### config.mk
export PLATFORM = sky130hd
export DESIGN_NAME = execute_stage_flat
export DESIGN_NICKNAME = d
export VERILOG_FILES = /design/src/design/core_pkg.sv /design/src/design/mem_port_if.sv /design/src/design/execute_stage.sv /design/src/flat_wrapper.sv
export SDC_FILE = /design/constraint.sdc
export NUM_CORES = 1
export LEC_CHECK = 0
export BUFFER_PORTS_ARGS = -buffer_cell sky130_fd_sc_hd__buf_2
export CAP_MARGIN = 20
export CORE_ASPECT_RATIO = 1.4
export CORE_MARGIN = 10
export CORE_UTILIZATION = 60
export DETAILED_ROUTE_END_ITERATION = 16
export PLACE_DENSITY = 0.85
export SYNTH_ARGS = -nofsm -noshare
export SYNTH_HDL_FRONTEND = slang
export SYNTH_SLANG_ARGS = --single-unit
### constraint.sdc
create_clock -name clk -period 12.69 [get_ports clk]
set_input_delay 1.9035 -clock clk [delete_from_list [all_inputs] [get_ports clk]]
set_output_delay 1.9035 -clock clk [all_outputs]
set_load 0.05 [all_outputs]
### src/design/core_pkg.sv
// shared widths, opcodes, ALU codes and the stage 1 to stage 2 payload, imported by the core
`default_nettype none

package core_pkg;

	localparam int xlen = 32;
	localparam int mem_words = 1024;
	localparam int mem_aw = 10;

	// base opcodes of the supported subset
	localparam logic [6:0] opc_lui = 7'b0110111;
	localparam logic [6:0] opc_op_imm = 7'b0010011;
	localparam logic [6:0] opc_op = 7'b0110011;
	localparam logic [6:0] opc_load = 7'b0000011;
	localparam logic [6:0] opc_store = 7'b0100011;
	localparam logic [6:0] opc_branch = 7'b1100011;
	localparam logic [6:0] opc_jal = 7'b1101111;
	localparam logic [6:0] opc_system = 7'b1110011;

	// addi x0, x0, 0
	localparam logic [31:0] nop_inst = 32'h0000_0013;

	typedef enum logic [2:0] {
		alu_add,
		alu_sub,
		alu_and,
		alu_or,
		alu_xor,
		alu_slt,
		alu_pass_b
	} alu_op_t;

	typedef struct packed {
		logic [xlen-1:0] pc;
		logic [4:0] rd;
		logic [4:0] rs1;
		logic [4:0] rs2;
		alu_op_t alu_op;
		logic [xlen-1:0] imm;
		logic use_imm;
		logic is_load;
		logic is_store;
		logic is_branch;
		// funct3 of the branch, 000 beq, 001 bne, 100 blt
		logic [2:0] br_funct;
		logic is_jal;
		logic writes_rd;
		logic is_halt;
		logic [xlen-1:0] rs1_val;
		logic [xlen-1:0] rs2_val;
	} decoded_t;

endpackage

`default_nettype wire

### src/design/mem_port_if.sv
// request/grant port onto the shared memory, one instance per requester
`timescale 1ns/100ps
`default_nettype none

interface mem_port_if import core_pkg::*; ();

	logic req;
	logic we;
	logic [mem_aw-1:0] addr;
	logic [xlen-1:0] wdata;
	logic gnt;
	// valid one cycle after req and gnt meet
	logic [xlen-1:0] rdata;

	modport requester (output req, we, addr, wdata, input gnt, rdata);
	modport arbiter (input req, we, addr, wdata, output gnt, rdata);

endinterface

`default_nettype wire

### src/design/execute_stage.sv
// stages 2 and 3 of the core: ALU, branch resolve, data access, write-back and halt
`timescale 1ns/100ps
`default_nettype none

module execute_stage import core_pkg::*; (
	input  logic clk,
	input  logic reset,
	input  logic run,
	input  decoded_t dec,
	input  logic dec_valid,
	input  logic fetch_req,
	input  logic fetch_gnt,
	mem_port_if.requester data_port,
	output logic branch_taken,
	output logic [xlen-1:0] branch_target,
	output logic ex_is_load,
	output logic [4:0] ex_rd,
	output logic wb_en,
	output logic [4:0] wb_rd,
	output logic [xlen-1:0] wb_data,
	output logic stall,
	output logic halted
);

	decoded_t ex;
	logic ex_valid;
	logic ex_halt;
	logic stop_seen;
	logic wb_halt;
	logic mem_done;
	logic rd_fresh;
	logic data_req;
	logic cond;
	logic [xlen-1:0] fwd_a;
	logic [xlen-1:0] fwd_b;
	logic [xlen-1:0] alu_b;
	logic [xlen-1:0] alu_out;
	logic [xlen-1:0] load_val;
	logic [xlen-1:0] ld_data;
	logic [xlen-1:0] result;

	assign fwd_a = (wb_en && wb_rd == ex.rs1) ? wb_data : ex.rs1_val;
	assign fwd_b = (wb_en && wb_rd == ex.rs2) ? wb_data : ex.rs2_val;
	assign alu_b = ex.use_imm ? ex.imm : fwd_b;

	always_comb begin
		case (ex.alu_op)
			alu_sub: alu_out = fwd_a - alu_b;
			alu_and: alu_out = fwd_a & alu_b;
			alu_or: alu_out = fwd_a | alu_b;
			alu_xor: alu_out = fwd_a ^ alu_b;
			alu_slt: alu_out = {31'b0, $signed(fwd_a) < $signed(alu_b)};
			alu_pass_b: alu_out = alu_b;
			default: alu_out = fwd_a + alu_b;
		endcase
		case (ex.br_funct)
			3'b000: cond = fwd_a == fwd_b;
			3'b001: cond = fwd_a != fwd_b;
			3'b100: cond = $signed(fwd_a) < $signed(fwd_b);
			default: cond = 1'b0;
		endcase
	end

	assign branch_taken = ex_valid && (ex.is_jal || (ex.is_branch && cond));
	assign branch_target = ex.pc + ex.imm;
	assign ex_is_load = ex_valid && ex.is_load;
	assign ex_rd = ex.rd;
	assign ex_halt = ex_valid && ex.is_halt;

	// a memory op stays outstanding through its grant cycle
	assign data_req = ex_valid && (ex.is_load || ex.is_store) && !mem_done;
	assign data_port.req = data_req;
	assign data_port.we = ex.is_store;
	assign data_port.addr = alu_out[mem_aw+1:2];
	assign data_port.wdata = fwd_b;
	assign stall = !run || (fetch_req && !fetch_gnt) || data_req;

	assign ld_data = rd_fresh ? data_port.rdata : load_val;
	assign result = ex.is_jal ? ex.pc + 32'd4 : (ex.is_load ? ld_data : alu_out);

	always_ff @(posedge clk) begin
		if (reset) begin
			ex_valid <= 1'b0;
			stop_seen <= 1'b0;
			mem_done <= 1'b0;
			rd_fresh <= 1'b0;
			wb_en <= 1'b0;
			wb_halt <= 1'b0;
			halted <= 1'b0;
		end else begin
			rd_fresh <= data_port.gnt && !data_port.we;
			mem_done <= stall && (mem_done || data_port.gnt);
			if (!stall) begin
				// nothing behind ebreak may reach the data port
				ex_valid <= dec_valid && !stop_seen && !ex_halt;
				stop_seen <= stop_seen || ex_halt;
				wb_en <= ex_valid && ex.writes_rd;
				wb_halt <= ex_halt;
			end
			if (wb_halt)
				halted <= 1'b1;
		end
	end

	always_ff @(posedge clk) begin
		if (rd_fresh)
			load_val <= data_port.rdata;
		if (!stall) begin
			ex <= dec;
			wb_rd <= ex.rd;
			wb_data <= result;
		end
	end

endmodule

`default_nettype wire

### src/flat_wrapper.sv
// flat-port wrapper written by rule: the top's interface ports become plain ports
module execute_stage_flat import core_pkg::*;
  (clk, reset, run, dec, dec_valid, fetch_req, fetch_gnt, branch_taken, branch_target, ex_is_load, ex_rd, wb_en, wb_rd, wb_data, stall, halted, data_port_req, data_port_we, data_port_addr, data_port_wdata, data_port_gnt, data_port_rdata);
  mem_port_if data_port_i ();
  input  logic clk;
  input  logic reset;
  input  logic run;
  input  decoded_t dec;
  input  logic dec_valid;
  input  logic fetch_req;
  input  logic fetch_gnt;
  output logic branch_taken;
  output logic [xlen-1:0] branch_target;
  output logic ex_is_load;
  output logic [4:0] ex_rd;
  output logic wb_en;
  output logic [4:0] wb_rd;
  output logic [xlen-1:0] wb_data;
  output logic stall;
  output logic halted;
  output wire logic [$bits(data_port_i.req)-1:0] data_port_req;
  output wire logic [$bits(data_port_i.we)-1:0] data_port_we;
  output wire logic [$bits(data_port_i.addr)-1:0] data_port_addr;
  output wire logic [$bits(data_port_i.wdata)-1:0] data_port_wdata;
  input wire logic [$bits(data_port_i.gnt)-1:0] data_port_gnt;
  input wire logic [$bits(data_port_i.rdata)-1:0] data_port_rdata;
  assign data_port_req = data_port_i.req;
  assign data_port_we = data_port_i.we;
  assign data_port_addr = data_port_i.addr;
  assign data_port_wdata = data_port_i.wdata;
  assign data_port_i.gnt = data_port_gnt;
  assign data_port_i.rdata = data_port_rdata;
  execute_stage u_core (.clk(clk), .reset(reset), .run(run), .dec(dec), .dec_valid(dec_valid), .fetch_req(fetch_req), .fetch_gnt(fetch_gnt), .data_port(data_port_i), .branch_taken(branch_taken), .branch_target(branch_target), .ex_is_load(ex_is_load), .ex_rd(ex_rd), .wb_en(wb_en), .wb_rd(wb_rd), .wb_data(wb_data), .stall(stall), .halted(halted));
endmodule
**Yosys cells after proc, flatten, opt, wreduce, memory -nomap -nowiden**

Cells that the tools add are included.

- Register bits: 232
- Input port bits: 195
- Output and inout bits: 123
- Logic and storage cells: 82

- Add/subtract/negate cells: 4
- Magnitude comparators: 2
- Equal/unequal tests: 12
- Mux-type cells: 8
- Bitwise logic cells: 3
- Reduce and logical (&&, ||, !) cells: 27

Operator list:

| cell | number |
|---|---|
| $mux W32 | 6 |
| $pmux W32 S6 | 1 |
| $add A32 B32 Y32 | 2 |
| $lt A32 B32 Y1 | 2 |
| $add A32 B3 Y32 const B | 1 |
| $and A32 B32 Y32 | 1 |
| $eq A32 B32 Y1 | 1 |
| $ne A32 B32 Y1 | 1 |
| $or A32 B32 Y32 | 1 |
| $sub A32 B32 Y32 | 1 |
| $xor A32 B32 Y32 | 1 |
| $logic_and A1 B1 Y1 | 14 |
| $eq A3 B3 Y1 const B | 4 |
| $eq A5 B5 Y1 | 2 |
| $eq A3 B1 Y1 const B | 2 |
| $eq A3 B2 Y1 const B | 2 |
| $logic_not A1 Y1 | 6 |
| $logic_or A1 B1 Y1 | 6 |
| $logic_not A3 Y1 | 1 |
| $pmux W1 S3 | 1 |

**Longest topological paths before layout**

- Word-level depth: 8
- Mapped depth: 20
- Gate-level depth less buffers: 18

**Least setup slack after synthesis**

No wires, ideal clock.

- Path type: input to output
- Start point: input fetch_gnt
- End point: output stall
- Arrival: 9.550 ns
- Required time: 10.786 ns
- Slack: 1.237 ns
- Stages on the path: 4
- Buffers on the path: 1
- Cells stage by stage: nand2b_1 > and3_1 > clkbuf_1 > inv_1

- Cells in the longest elaborated chain, start to end: 4

Ends and longest elaborated chain:

| element | line | text |
|---|---|---|
| start, declared | flat_wrapper.sv:11 | `input logic fetch_gnt;` |
| $logic_not A1 Y1 | execute_stage.sv:76 | `assign stall = !run \|\| (fetch_req && !fetch_gnt) \|\| data_req;` |
| $logic_and A1 B1 Y1 | execute_stage.sv:76 |  |
| $logic_or A1 B1 Y1 (2 in a row) | execute_stage.sv:76 |  |
| end, declared | flat_wrapper.sv:19 | `output logic stall;` |

Every way passes these cells.

**Worst setup path in the final report**

- Start point: register u_core.wb_rd[2]
- End point: output data_port_addr[4]

- Cells in the longest elaborated chain, start to end: 6
- Elaborated cells between the ends (all ways): 13
- Those cells by class: add/sub: 2; eq/ne: 2; mux: 4; bitwise: 3; reduce/logical: 2

Ends and longest elaborated chain:

| element | line | text |
|---|---|---|
| start, declared | execute_stage.sv:19 | `output logic [4:0] wb_rd,` |
| start signal, assigned | execute_stage.sv:110 | `wb_rd <= ex.rd;` |
| $eq A5 B5 Y1 | execute_stage.sv:43 | `assign fwd_b = (wb_en && wb_rd == ex.rs2) ? wb_data : ex.rs2_val;` |
| $logic_and A1 B1 Y1 | execute_stage.sv:43 |  |
| $mux W32 | execute_stage.sv:43 |  |
| $mux W32 | execute_stage.sv:44 | `assign alu_b = ex.use_imm ? ex.imm : fwd_b;` |
| $add A32 B32 Y32, or another cell as far along | execute_stage.sv:54 | `default: alu_out = fwd_a + alu_b;` |
| $pmux W32 S6 (*) | execute_stage.sv:47 | `case (ex.alu_op)` |
| end, declared | flat_wrapper.sv:23 | `output wire logic [$bits(data_port_i.addr)-1:0] data_port_addr;` |

Mark *: on every way between the ends. The rest lies on a longest branch, timed or not.

==> results.yml <==
timing:
  slew_violations: 0
  tns_ns: 0
  worstMarginPinSlew_ns: 1.00
  period_needed_ns: 7.59
  period_share_pct: 59.8
  setup_viol: 0
  relSlewSlack_pct: 32.7
  max_freq_mhz: 132
  rsz0062_at_grt: "false"
  fin_worst_skew_ns: 0.0343
  hold_viol: 0
worst_setup_path:
  rrSetupSlack_ns: 6.82
  cp.required_ns: 10.79
  critPathArrivalTime_ns: 5.69
  critical_path_class: "flop to primary output"
  worstSetupStartpointType: "flop"
  critPathMaxFanout: 30
  cp-end-kind: "primary output"
  rr_worst_depth: 17
cells_and_area:
  regArea_sq_um: 6580
  final_layout_size_suffix_gt1_share_pct: 24.0
  multi_input_area_sq_um: 9870
  syn_to_final_growth_pct: 14.8
  num-fill-cells: 2162
  final_nets: 2443
yosys:
  yosysWarnings: 0
  synth.net_count: 2177
  ys_async_sr_fraction_pct: 0
  synth_ff_type: "edfxtp_1"
  ys_types: 82
  ys_seq_area_share_pct: 37.6
  ys_ff_latch: 232
  synth_edf_count: 193
  syn_area_sq_um: 17500
  syn_inst: 1820
  avgSynthCellArea_sq_um: 9.61
grt:
  grt_pass1_vias: 16423
  grt_pass1_wl_mm: 99.0
  grt_overflow_total: 0
  antenna_found_initial: 2
  grt_max_degree: 137
  grt_util_all_layers_pct: 35.6
placement:
  portBuffers: 317
  dpl.hpwl_mm: 51.3
  gp_routability_congestion: 0.984
floorplanning:
  start_util_pct: 61.2
  die_area_sq_um: 36500
  rows: 73
  die_x_microns: 164
  coreArea_sq_um: 28600
  pin_count: 318
  die_h_microns: 222
worst_hold_path:
  min_path_type: "flop to flop"
  min_path_cells: 2
detailed_routing:
  totalWireLength_mm: 67.2
  via_count: 16273
  postRouteAntennaNets: 0
  via_per_inst: 6.56
  wl_per_cell_microns: 27.1
  drc: 0
  drt_iter0_drc: 1559
  drtPass1Iterations: 6
pwr:
  vdd_drop_max_v: 0.000138
  leakage_uw: 0.00852
  p_total_uw: 2580
  power_density_nw_per_um2: 128
flow_run:
  drv_cap: 0
clock_tree:
  cts_resized: 0
  cts_buffer_depth: 3
  clock-sinks: 232
  h-tree-depth: 1
  clk_pin_slew_ns: 0.06
  numCtsBuffers: 24
  post-cts-setup-buffers: 0
  clkLatencyLatePin_ns: 0.58
  cts_tree: "done"
  holdBufCountCts: 0
  cts_root_buffer: "clkbuf_16"
outcome:
  status: "finished, final reports clean"
-- where the power goes --
group	switching (uW)	internal, uW	total [uW]
clock network	313	424	736
registers	46.7	902	949
logic	615	277	892
-- placed cells by master (no fill, tap or decap), drive strengths merged, types with 9 or more instances in the layout --
master	netlist	routed
buf	42	338
edfxtp	193	193
a21oi	164	164
ha	160	160
inv	151	152
nor2	123	123
mux2	103	103
nand2	88	88
o21ai	86	86
xnor2	63	63
nand3	47	47
a211oi	43	43
nor3	42	42
dfxtp	39	39
clkbuf	56	33
a21o	27	27
xor2	26	26
nand4	25	25
mux2i	21	21
a221oi	21	21
a221o	19	19
o21bai	19	19
nand2b	18	18
o31ai	18	18
a22oi	18	18
a31oi	16	16
and3	15	15
o211ai	13	13
o22ai	12	12
nor2b	12	12
nor4	11	11
o221ai	10	10
o21a	10	10
and4	9	9
and2	9	9
clkinv	5	9
-- metrics by stage --
stage | hold WS (ns) | instance area, sq um | setup slack, ns | cells | utilization (%)
2_1_floorplan | 0.425 | 17500 | 1.24 | 1820 | -
3_3_place_gp | 0.442 | 19300 | 5.87 | 2435 | 67.4
3_5_place_dp | 0.455 | 19300 | 5.79 | 2435 | 67.4
4_1_cts | 0.464 | 20100 | 5.18 | 2479 | 70.2
5_1_grt | 0.487 | 20100 | 4.90 | 2480 | 70.2
6_report | 0.465 | 20100 | 5.10 | 2480 | 70.2
-- cells in the mapped netlist (19+ instances only) --
cell type	count	area [sq um]
edfxtp_1	193	5800
xnor2_1	63	552
mux2i_1	21	210
nor2_1	123	462
a21oi_1	164	821
o21ai_0	84	420
ha_1	160	2000
nand3_1	47	235
nand4_1	25	156
o21bai_1	19	143
nand2_1	88	330
xor2_1	26	228
nor3_1	42	210
mux2_2	103	1160
a21o_1	27	203
dfxtp_1	39	781
inv_1	150	563
a221o_1	19	190
a221oi_1	20	175
clkbuf_1	55	206
a211oi_1	42	315
-- worst paths after layout --
check	from	end
setup / recovery	u_core.wb_rd[2]	data_port_addr[4]
hold / removal	u_core.stop_seen	u_core.stop_seen
setup reg to reg	u_core.wb_rd[2]	u_core.wb_data[31]
hold reg to reg	u_core.stop_seen	u_core.stop_seen
-- state kept, by name, indices dropped and copies added (netlist names) --
register             cells
u_core.ex_valid          1
u_core.mem_done          1
u_core.stop_seen         1
u_core.wb_rd             5
u_core.rd_fresh          1
u_core.wb_en             1
u_core.ex              150
u_core.load_val         32
u_core.halted            1
u_core.wb_data          32
u_core.ex_rd             5
u_core.wb_halt           1
u_core.data_port.we      1
-- cell type report --
class / instances / share of cell area (%)
antenna: 1 / 0.0125
clock buffer: 33 / 3.26
clock inverter: 11 / 0.754
inverter: 156 / 2.94
multi-input combinational: 1334 / 49.2
sequential: 232 / 32.8
tap: 375 / 2.34
timing repair buffer: 338 / 8.75
-- critical path, stage by stage, from the launching register on --
cell	delay [ns]
edfxtp_1	0.43
xnor2_1	0.24
nand4_1	0.30
nor2_4	0.18
buf_4	0.47
mux2_2	0.43
mux2i_1	0.18
inv_1	0.11
ha_1	0.27
fa_1	0.49
a21oi_1	0.26
nor2_1	0.08
nand2_1	0.09
a21oi_1	0.07
or2_2	0.29
nand3_1	0.09
o221ai_1	0.11
nor3_1	0.59
buf_2	0.40
-- per-layer routing --
layer / wire (microns) / GRT usage, %
met4: 6130 / 28.4
met2: 32700 / 59.7
met5: 0 / 0
met1: 22800 / 37.6
met3: 5540 / 7.19
-- kinds of logic (layout without fill, tap and decap cells) --
family          after synthesis  count (layout)  share of synthesized area (%)
compound gates              531             531                           20.4
simple gates                428             428                           12.0
buf+inv                     254             538                           6.03
flops                       232             232                           37.6
fa+ha+maj                   162             162                           11.7
mux                         124             124                           7.83
xor+xnor                     89              89                           4.46
other cells                   0               1                              0
No activity file was read; power rests on OpenSTA's default activity.
