===== src/design/core_pkg.sv =====
// shared widths, opcodes, ALU codes and the stage 1 to stage 2 payload, imported by the core
`default_nettype none

package core_pkg;

	localparam int xlen = 32;
	localparam int mem_words = 1024;
	localparam int mem_aw = 10;

	// base opcodes of the supported subset
	localparam logic [6:0] opc_lui = 7'b0110111;
	localparam logic [6:0] opc_op_imm = 7'b0010011;
	localparam logic [6:0] opc_op = 7'b0110011;
	localparam logic [6:0] opc_load = 7'b0000011;
	localparam logic [6:0] opc_store = 7'b0100011;
	localparam logic [6:0] opc_branch = 7'b1100011;
	localparam logic [6:0] opc_jal = 7'b1101111;
	localparam logic [6:0] opc_system = 7'b1110011;

	// addi x0, x0, 0
	localparam logic [31:0] nop_inst = 32'h0000_0013;

	typedef enum logic [2:0] {
		alu_add,
		alu_sub,
		alu_and,
		alu_or,
		alu_xor,
		alu_slt,
		alu_pass_b
	} alu_op_t;

	typedef struct packed {
		logic [xlen-1:0] pc;
		logic [4:0] rd;
		logic [4:0] rs1;
		logic [4:0] rs2;
		alu_op_t alu_op;
		logic [xlen-1:0] imm;
		logic use_imm;
		logic is_load;
		logic is_store;
		logic is_branch;
		// funct3 of the branch, 000 beq, 001 bne, 100 blt
		logic [2:0] br_funct;
		logic is_jal;
		logic writes_rd;
		logic is_halt;
		logic [xlen-1:0] rs1_val;
		logic [xlen-1:0] rs2_val;
	} decoded_t;

endpackage

`default_nettype wire


===== src/design/mem_port_if.sv =====
// request/grant port onto the shared memory, one instance per requester
`timescale 1ns/100ps
`default_nettype none

interface mem_port_if import core_pkg::*; ();

	logic req;
	logic we;
	logic [mem_aw-1:0] addr;
	logic [xlen-1:0] wdata;
	logic gnt;
	// valid one cycle after req and gnt meet
	logic [xlen-1:0] rdata;

	modport requester (output req, we, addr, wdata, input gnt, rdata);
	modport arbiter (input req, we, addr, wdata, output gnt, rdata);

endinterface

`default_nettype wire


===== src/design/mem_arbiter.sv =====
// fixed-priority sharing of the single memory port between host, data and fetch
`timescale 1ns/100ps
`default_nettype none

module mem_arbiter import core_pkg::*; (
	input  logic clk,
	input  logic reset,
	mem_port_if.arbiter host,
	mem_port_if.arbiter data,
	mem_port_if.arbiter fetch,
	output logic mem_en,
	output logic mem_we,
	output logic [mem_aw-1:0] mem_addr,
	output logic [xlen-1:0] mem_wdata,
	input  logic [xlen-1:0] mem_rdata
);

	// one-hot owner of the read data arriving this cycle
	logic [2:0] last_gnt;

	assign host.gnt = host.req;
	assign data.gnt = data.req && !host.req;
	assign fetch.gnt = fetch.req && !host.req && !data.req;
	assign mem_en = host.req || data.req || fetch.req;

	always_comb begin
		if (host.req) begin
			mem_we = host.we;
			mem_addr = host.addr;
			mem_wdata = host.wdata;
		end else if (data.req) begin
			mem_we = data.we;
			mem_addr = data.addr;
			mem_wdata = data.wdata;
		end else begin
			mem_we = fetch.we && fetch.req;
			mem_addr = fetch.addr;
			mem_wdata = fetch.wdata;
		end
	end

	always_ff @(posedge clk) begin
		if (reset)
			last_gnt <= 3'b000;
		else
			last_gnt <= {fetch.gnt, data.gnt, host.gnt};
	end

	assign host.rdata = last_gnt[0] ? mem_rdata : '0;
	assign data.rdata = last_gnt[1] ? mem_rdata : '0;
	assign fetch.rdata = last_gnt[2] ? mem_rdata : '0;

endmodule

`default_nettype wire


===== src/flat_wrapper.sv =====
// flat-port wrapper written by rule: the top's interface ports become plain ports
module mem_arbiter_flat import core_pkg::*;
  (clk, reset, mem_en, mem_we, mem_addr, mem_wdata, mem_rdata, host_req, host_we, host_addr, host_wdata, host_gnt, host_rdata, data_req, data_we, data_addr, data_wdata, data_gnt, data_rdata, fetch_req, fetch_we, fetch_addr, fetch_wdata, fetch_gnt, fetch_rdata);
  mem_port_if host_i ();
  mem_port_if data_i ();
  mem_port_if fetch_i ();
  input  logic clk;
  input  logic reset;
  output logic mem_en;
  output logic mem_we;
  output logic [mem_aw-1:0] mem_addr;
  output logic [xlen-1:0] mem_wdata;
  input  logic [xlen-1:0] mem_rdata;
  input wire logic [$bits(host_i.req)-1:0] host_req;
  input wire logic [$bits(host_i.we)-1:0] host_we;
  input wire logic [$bits(host_i.addr)-1:0] host_addr;
  input wire logic [$bits(host_i.wdata)-1:0] host_wdata;
  output wire logic [$bits(host_i.gnt)-1:0] host_gnt;
  output wire logic [$bits(host_i.rdata)-1:0] host_rdata;
  input wire logic [$bits(data_i.req)-1:0] data_req;
  input wire logic [$bits(data_i.we)-1:0] data_we;
  input wire logic [$bits(data_i.addr)-1:0] data_addr;
  input wire logic [$bits(data_i.wdata)-1:0] data_wdata;
  output wire logic [$bits(data_i.gnt)-1:0] data_gnt;
  output wire logic [$bits(data_i.rdata)-1:0] data_rdata;
  input wire logic [$bits(fetch_i.req)-1:0] fetch_req;
  input wire logic [$bits(fetch_i.we)-1:0] fetch_we;
  input wire logic [$bits(fetch_i.addr)-1:0] fetch_addr;
  input wire logic [$bits(fetch_i.wdata)-1:0] fetch_wdata;
  output wire logic [$bits(fetch_i.gnt)-1:0] fetch_gnt;
  output wire logic [$bits(fetch_i.rdata)-1:0] fetch_rdata;
  assign host_i.req = host_req;
  assign host_i.we = host_we;
  assign host_i.addr = host_addr;
  assign host_i.wdata = host_wdata;
  assign host_gnt = host_i.gnt;
  assign host_rdata = host_i.rdata;
  assign data_i.req = data_req;
  assign data_i.we = data_we;
  assign data_i.addr = data_addr;
  assign data_i.wdata = data_wdata;
  assign data_gnt = data_i.gnt;
  assign data_rdata = data_i.rdata;
  assign fetch_i.req = fetch_req;
  assign fetch_i.we = fetch_we;
  assign fetch_i.addr = fetch_addr;
  assign fetch_i.wdata = fetch_wdata;
  assign fetch_gnt = fetch_i.gnt;
  assign fetch_rdata = fetch_i.rdata;
  mem_arbiter u_core (.clk(clk), .reset(reset), .host(host_i), .data(data_i), .fetch(fetch_i), .mem_en(mem_en), .mem_we(mem_we), .mem_addr(mem_addr), .mem_wdata(mem_wdata), .mem_rdata(mem_rdata));
endmodule

===== config.mk =====
export PLATFORM = sky130hd
export DESIGN_NAME = mem_arbiter_flat
export DESIGN_NICKNAME = d
export VERILOG_FILES = /design/src/design/core_pkg.sv /design/src/design/mem_port_if.sv /design/src/design/mem_arbiter.sv /design/src/flat_wrapper.sv
export SDC_FILE = /design/constraint.sdc
export NUM_CORES = 1
export LEC_CHECK = 0
export CAP_MARGIN = 10
export CORE_AREA = 2 2 120 122
export CTS_CLUSTER_SIZE = 14
export DETAILED_ROUTE_END_ITERATION = 16
export DIE_AREA = 0 0 122 124
export DONT_BUFFER_PORTS = 1
export PLACE_DENSITY = 0.35
export SLEW_MARGIN = 10
export SYNTH_ARGS = -nofsm -noshare
export SYNTH_HDL_FRONTEND = slang
export SYNTH_SLANG_ARGS = --single-unit

===== constraint.sdc =====
create_clock -name clk -period 2.5 [get_ports clk]
set_clock_uncertainty 0.1 [all_clocks]
set_input_delay 0.125 -clock clk [delete_from_list [all_inputs] [get_ports clk]]
set_output_delay 0.125 -clock clk [all_outputs]
set_load 0.01 [all_outputs]

=== Word-level counts from Yosys, hierarchy flattened ===
Index checks and enable logic that the tools add are counted.

* Output and inout port bits: 143
* Bits in registers: 3

* Reduce and logical (&&, ||, !) cells: 8
* Muxes and demuxes: 9

{| class="wikitable"
|+ Operator list
! kind !! number
|-
| $mux 32 || 5
|-
| $mux 10 || 2
|-
| $logic_and 1x1->1 || 4
|-
| $logic_not 1->1 || 2
|-
| $logic_or 1x1->1 || 2
|-
| $mux 1 || 2
|}

=== Logic depth before layout (Yosys ltp) ===
Gate-level depths: netlist (run 1).

* Word-level depth: 3
* Depth in mapped cells: 5

=== Worst setup path after synthesis (run 1) ===
OpenSTA, ideal clock, no wires.

* Path kind: input-to-output
* From: input port host_req
* To: output port mem_en
* Path slack: 1.498 ns
* Arrival: 0.777 ns
* Stages: 3
* Path buffers: 2
* Required time: 2.275 ns
* Cell sequence: buf_4 buf_6 or3_1

* Word-level cells in the longest chain between the ends: 2

{| class="wikitable"
|+ Ends and longest elaborated chain
! what !! RTL line !! source
|-
| from (decl) || flat_wrapper.sv:14 || <nowiki>input wire logic [$bits(host_i.req)-1:0] host_req;</nowiki>
|-
| $logic_or 1x1->1 (2 in series) || mem_arbiter.sv:24 || <nowiki>assign mem_en = host.req || data.req || fetch.req;</nowiki>
|-
| to (decl) || flat_wrapper.sv:9 || <nowiki>output logic mem_en;</nowiki>
|}

No other way between the ends.

=== Worst setup path in the final report (run 1) ===
* From: register u_core.last_gnt[1]
* To: output port data_rdata[26]

* Word-level cells in the longest chain between the ends: 1

{| class="wikitable"
|+ Ends and longest elaborated chain
! what !! RTL line !! source
|-
| from (decl) || mem_arbiter.sv:19 || <nowiki>logic [2:0] last_gnt;</nowiki>
|-
| from (signal assigned) || mem_arbiter.sv:46 || <nowiki>last_gnt <= {fetch.gnt, data.gnt, host.gnt};</nowiki>
|-
| $mux 32 || mem_arbiter.sv:50 || <nowiki>assign data.rdata = last_gnt[1] ? mem_rdata : '0;</nowiki>
|-
| to (decl) || flat_wrapper.sv:25 || <nowiki>output wire logic [$bits(data_i.rdata)-1:0] data_rdata;</nowiki>
|}

No other way between the ends.

==> results.json, run 1 <==
{
  "drc_errors": 0,
  "yosysTopAreaCell": "and2_1",
  "cts.sinks": 3,
  "viasPerCell": 4.15,
  "grt_overflow_total": 0,
  "synth.most_common_cell": "and2_1",
  "drive_gt1_share_pct": 1.66,
  "timing.final.ws_setup_ps": 909,
  "cts-root-buf": "clkbuf_16",
  "slowest_delay_ps": 840,
  "tightest_slew_ps": 825,
  "run_status": "completed",
  "synth-seq-cells": 3,
  "drt-met1-wl_mm": 2.60,
  "postRouteAntennaNets": 0,
  "antenna_found_initial": 0,
  "synth_area_mm2": 0.00167,
  "htree_levels": 1,
  "clk_path_buf_depth": 2,
  "final.period_utilization_pct": 63.6,
  "fin_setup_tns_ps": 0,
  "wl_per_cell_um": 17.4,
  "yosysSeqAreaShare_pct": 3.59,
  "totalWireLength_mm": 7.31,
  "crit_buf_inv": 0,
  "die_y_um": 124,
  "post_cts_buffers": 0,
  "synth.avg_cell_area_um2": 6.43,
  "ys_top_cells_by_area": "and2_1 36%, mux2i_1 25%, o21ai_1 9.6%",
  "worstHoldPathType": "in -> reg",
  "p_per_area_mw_per_mm2": 284,
  "cts_tree": "yes",
  "clk_pin_slew_ps": 30,
  "synth_fp_nets": 426,
  "cpMaxStageDelayCell": "dfxtp_1",
  "power_leakage_nw": 0.767,
  "crit_family": "flip-flops",
  "start_kind": "flip-flop",
  "reg_top3": "u_core.last_gnt: 3 flops",
  "grt_util_all_layers_pct": 7.89,
  "grt_pass1_vias": 1455,
  "die_area_mm2": 0.0151,
  "drtPass1Iterations": 4,
  "wl_met3_um": 707,
  "period_needed_ps": 1590,
  "power_frac_clock_pct": 48.3,
  "largest_register_ffs": 3,
  "highest_layer": "met4",
  "synth_common_cells": "96 x and2_1, 42 x mux2i_1, 42 x nand2_1",
  "peakVddDrop_uv": 173,
  "power_frac_comb_pct": 39.7,
  "p_int_mw": 0.343,
  "cts_buffers": 3,
  "place_congestion": 0.828,
  "relSlewSlack_pct": 44.9,
  "end_kind": "primary output",
  "place_area_mm2": 0.00174,
  "coreArea_mm2": 0.0137,
  "synth_cell_types": 16,
  "max_freq_mhz": 629,
  "synth_edf_count": 0,
  "num-nets-final": 408,
  "crit_type": "reg -> out",
  "holdWs_ps": 46.4,
  "required_ps": 2280,
  "synthCells": 260,
  "p_switching_mw": 0.180,
  "portBuffers": 0,
  "post_cts_resized": 0,
  "area_delta_synth_final_pct": 10.1,
  "final_cell_area_mm2": 0.00184,
  "dpl_worst_slack_ps": 1130,
  "grt_max_degree": 92,
  "grt_setup_unrepaired": "no",
  "regMostFlops": "u_core.last_gnt",
  "drv_slew": 0,
  "io_pins": 309,
  "sw_frac_of_total_pct": 34.4,
  "cap_viol_max_count": 0,
  "synth_top_area_share_pct": 35.9,
  "yosysWarnings": 0,
  "hold_violations": 0,
  "setup-violations-final": 0,
  "synthArstFlopShare_pct": 0,
  "synth-main-ff-cell": "dfxtp_1",
  "wl_met2_mm": 4.00,
  "cts-hold-fix-buffers": 2,
  "crit_path_cell_trace": "and2_1",
  "start_util_pct": 12.2,
  "rows": 43,
  "critical_path.max_fanout": 32,
  "grt_pass1_wl_mm": 8.65,
  "via_count": 1749,
  "first_iter_violations": 58,
  "power_frac_seq_pct": 12.0,
  "diodes": 0,
  "arrival_ps": 1370,
  "die_w_um": 122
}
-- power by group through the flow --
stage,clock [mW],sequential [mW],combinational (mW)
after detailed placement,0,0.0637,0.210
final,0.253,0.0628,0.208
after global routing,0.263,0.0647,0.229
after global placement,0,0.0624,0.210
after CTS,0.259,0.0631,0.213
after floorplan,0,0.0523,0.232
-- worst paths after layout --
| path | startpoint | end | slack, ps | cells past startpoint |
|---|---|---|---|---|
| setup / recovery | u_core.last_gnt[1] | data_rdata[26] | 910 | 1 |
| hold / removal | data_req | u_core.last_gnt[2] | 50 | 2 |
-- cell usage in the layout (no fill, tap or decap) --
cell            n
nor3b_2         1
or3_1           1
dlygate4sd3_1   2
nand3b_1        1
mux2i_1        42
dfxtp_1         3
clkbuf_1        1
o21ai_1        32
clkbuf_16       3
o21ai_0        10
nor2b_1         5
nand2_1        42
a21oi_1         2
and2_1         96
-- layer usage --
layer	GRT usage, %	vias to the layer above
li1	-	806
met2	16.6	181
met5	0	-
met4	0.647	0
met1	8.23	760
met3	1.60	2
-- cell type report --
cell class              count  area (µm²)
clock buffers               4        78.8
fillers                  1561       11900
multi-input cells         232        1460
flip-flops and latches      3        60.1
well taps                 180         225
repair buffers              2        20.0
-- logic make-up after synthesis --
group,synth area share [%]
mux,25.1
flops,3.59
compound gates,13.2
simple gates,48.8
buf+inv,9.28
-- stage by stage --
stage / std cells / util [%] / total power [mW]
2_1_floorplan: 260 / - / 0.284
3_3_place_gp: 415 / 12.7 / 0.272
3_5_place_dp: 415 / 12.7 / 0.273
4_1_cts: 421 / 13.4 / 0.535
5_1_grt: 421 / 13.4 / 0.556
6_report: 421 / 13.4 / 0.523
Power figures use the tool's default switching activity.
==> run 2: changes to the inputs <==
ABC_AREA = 1   (was default)
CORE_AREA = 2 2 119 121   (was 2 2 120 122)
DIE_AREA = 0 0 121 123   (was 0 0 122 124)
PLACE_DENSITY = 0.37   (was 0.35)
clock period = 1.4 ns   (was 2.5 ns; I/O delays follow)
==> results.json, run 2 <==
{
  "run_status": "finished, violations left",
  "violations": "negative hold slack",
  "power_frac_seq_pct": 9.1,
  "synth_xor_area_share_pct": 0,
  "coreArea_mm2": 0.0136,
  "die_w_um": 121,
  "grt_overflow_total": 0,
  "p_int_mw": 0.589,
  "synth_common_cells": "186 x nand2_1, 100 x inv_1, 86 x nand3_1",
  "cap_viol_max_count": 0,
  "final.period_utilization_pct": 83.4,
  "totalWireLength_mm": 9.78,
  "yosysWarnings": 0,
  "tightest_slew_ps": 587,
  "drtPass1Iterations": 4,
  "io_pins": 309,
  "cts_buffers": 3,
  "final_common_cell": "nand2_1",
  "period_needed_ps": 1170,
  "multi_input_area_mm2": 0.00116,
  "die_area_mm2": 0.0149,
  "synth_top_area_share_pct": 39.0,
  "sw_frac_of_total_pct": 41.6,
  "setup-violations-final": 0,
  "synthArstFlopShare_pct": 0,
  "antenna_found_initial": 0,
  "synth_fp_nets": 575,
  "start_kind": "flip-flop",
  "worstHoldPathType": "in -> reg",
  "synth_compound_area_share_pct": 0,
  "crit_type": "reg -> out",
  "holdWs_ps": -3.16,
  "cts-root-buf": "clkbuf_16",
  "synthMuxAreaShare_pct": 0,
  "htree_levels": 1,
  "cts_tree": "yes",
  "final_core_util_pct": 14.6,
  "die_y_um": 123,
  "area_delta_synth_final_pct": 11.3,
  "synth-main-ff-cell": "dfxtp_1",
  "synth_area_mm2": 0.00179,
  "regMostFlops": "u_core.last_gnt",
  "power_frac_clock_pct": 45.1,
  "power_leakage_nw": 1.52,
  "hold_violations": 1,
  "num-nets-final": 557,
  "grt_setup_unrepaired": "no",
  "power_frac_comb_pct": 45.8,
  "grt_max_degree": 47,
  "grt_util_all_layers_pct": 11.4,
  "largest_register_ffs": 3,
  "peakVddDrop_uv": 309,
  "crit_start": "u_core.last_gnt[2]",
  "clk_pin_slew_ps": 30,
  "p_switching_mw": 0.420,
  "cts.sinks": 3,
  "synth_edf_count": 0,
  "place_congestion": 0.855,
  "drc_errors": 0,
  "relSlewSlack_pct": 60.8,
  "yosys.area_share.simple_pct": 65.1,
  "critical_path.max_fanout": 32,
  "final_cell_mix": "186 x nand2_1, 100 x inv_1, 86 x nand3_1",
  "ys_top_cells_by_area": "nand2_1 39%, nand3_1 24%, inv_1 21%",
  "dp_hpwl_mm": 8.29,
  "yosysSeqAreaShare_pct": 3.36,
  "wl_per_cell_um": 17.2,
  "synthCells": 409,
  "drv_slew": 0,
  "viasPerCell": 4.15,
  "via_count": 2365,
  "fin_setup_tns_ps": 0,
  "hp-start": "fetch_req",
  "diodes": 0,
  "postRouteAntennaNets": 0,
  "first_iter_violations": 76,
  "synth-seq-cells": 3,
  "synth_top_family_by_area": "simple AND/OR/NAND/NOR gates",
  "required_ps": 1230,
  "end_kind": "primary output",
  "grt_pass1_wl_mm": 12.7,
  "arrival_ps": 1000,
  "yosysTopAreaCell": "nand2_1",
  "synth.most_common_cell": "nand2_1",
  "p_total_mw": 1.01,
  "reg_top3": "u_core.last_gnt: 3 flops",
  "max_freq_mhz": 856,
  "synth_fa_ha_area_share_pct": 0,
  "portBuffers": 0,
  "seqCellArea_um2": 60.1,
  "p_per_area_mw_per_mm2": 507,
  "clk_path_buf_depth": 2,
  "synth.avg_cell_area_um2": 4.37,
  "start_util_pct": 13.1,
  "nFillCells": 1636,
  "post_cts_resized": 0,
  "drive_gt1_share_pct": 2.05,
  "synth_cell_types": 11,
  "grt_pass1_vias": 2075,
  "rows": 43
}
-- run 2: changes by cell type in the layout (fill, tap and decap cells not counted), sizes merged --
cell    delta
a21oi      -2
and2      -96
buf        +3
inv      +101
mux2i     -42
nand2    +144
nand3     +86
nand3b     -1
nor2       +4
nor2b      -5
nor3       +1
nor3b      -1
o21ai     -42
or3        -1
-- run 2: worst max-delay path: stages, from the launching register on --
cell,delay [ps]
dfxtp_1,340
buf_12,190
nand2_1,120
inv_1,120
-- run 2: cells by family after synthesis --
group	after synthesis
buffers and inverters	129
DFF	3
and+or+nand+nor	277
-- run 2: worst paths after layout --
check	endpoint	slack, ps	depth (start not counted)
worst max-delay path	fetch_rdata[17]	230	3
worst min-delay path	u_core.last_gnt[2]	-3	2
-- run 2: metrics by stage --
stage / std cells / hold WS, ps / area, µm² / setup slack (ps)
after floorplan: 409 / 42.4 / 1790 / 559
after detailed placement: 564 / 40.6 / 1890 / 308
after global routing: 570 / 35.3 / 1990 / 180
after global placement: 564 / 40.6 / 1890 / 310
final: 570 / -3.16 / 1990 / 232
after CTS: 570 / 31.3 / 1990 / 218
-- run 2: repair_timing --
action | 4_1_cts | 5_1_grt
endpoints found under the hold margin | 3 | 0
hold buffers | 2 | 0
setup buffers | 0 | 0
-- run 2: cell type report --
class,instances,area share (%)
clock buffer,4,3.96
timing repair buffer,5,4.02
tap,180,11.3
sequential,3,3.02
multi-input combinational,277,58.5
inverter,101,19.2
-- run 2: power by group through the flow --
stage | clock network (mW) | logic (mW) | registers [mW]
detailed placement | 0 | 0.467 | 0.0935
floorplan | 0 | 0.419 | 0.0935
CTS | 0.462 | 0.474 | 0.0924
global route | 0.471 | 0.512 | 0.0926
finish | 0.455 | 0.462 | 0.0923
global placement | 0 | 0.466 | 0.0934
-- run 2: layer usage --
layer / track usage (%) / vias up / part of all wire, %
li1: - / 1148 / -
met1: 12.2 / 1004 / 37
met2: 21.9 / 197 / 52
met3: 1.94 / 16 / 7.4
met4: 4.65 / 0 / 3.2
met5: 0 / - / 0
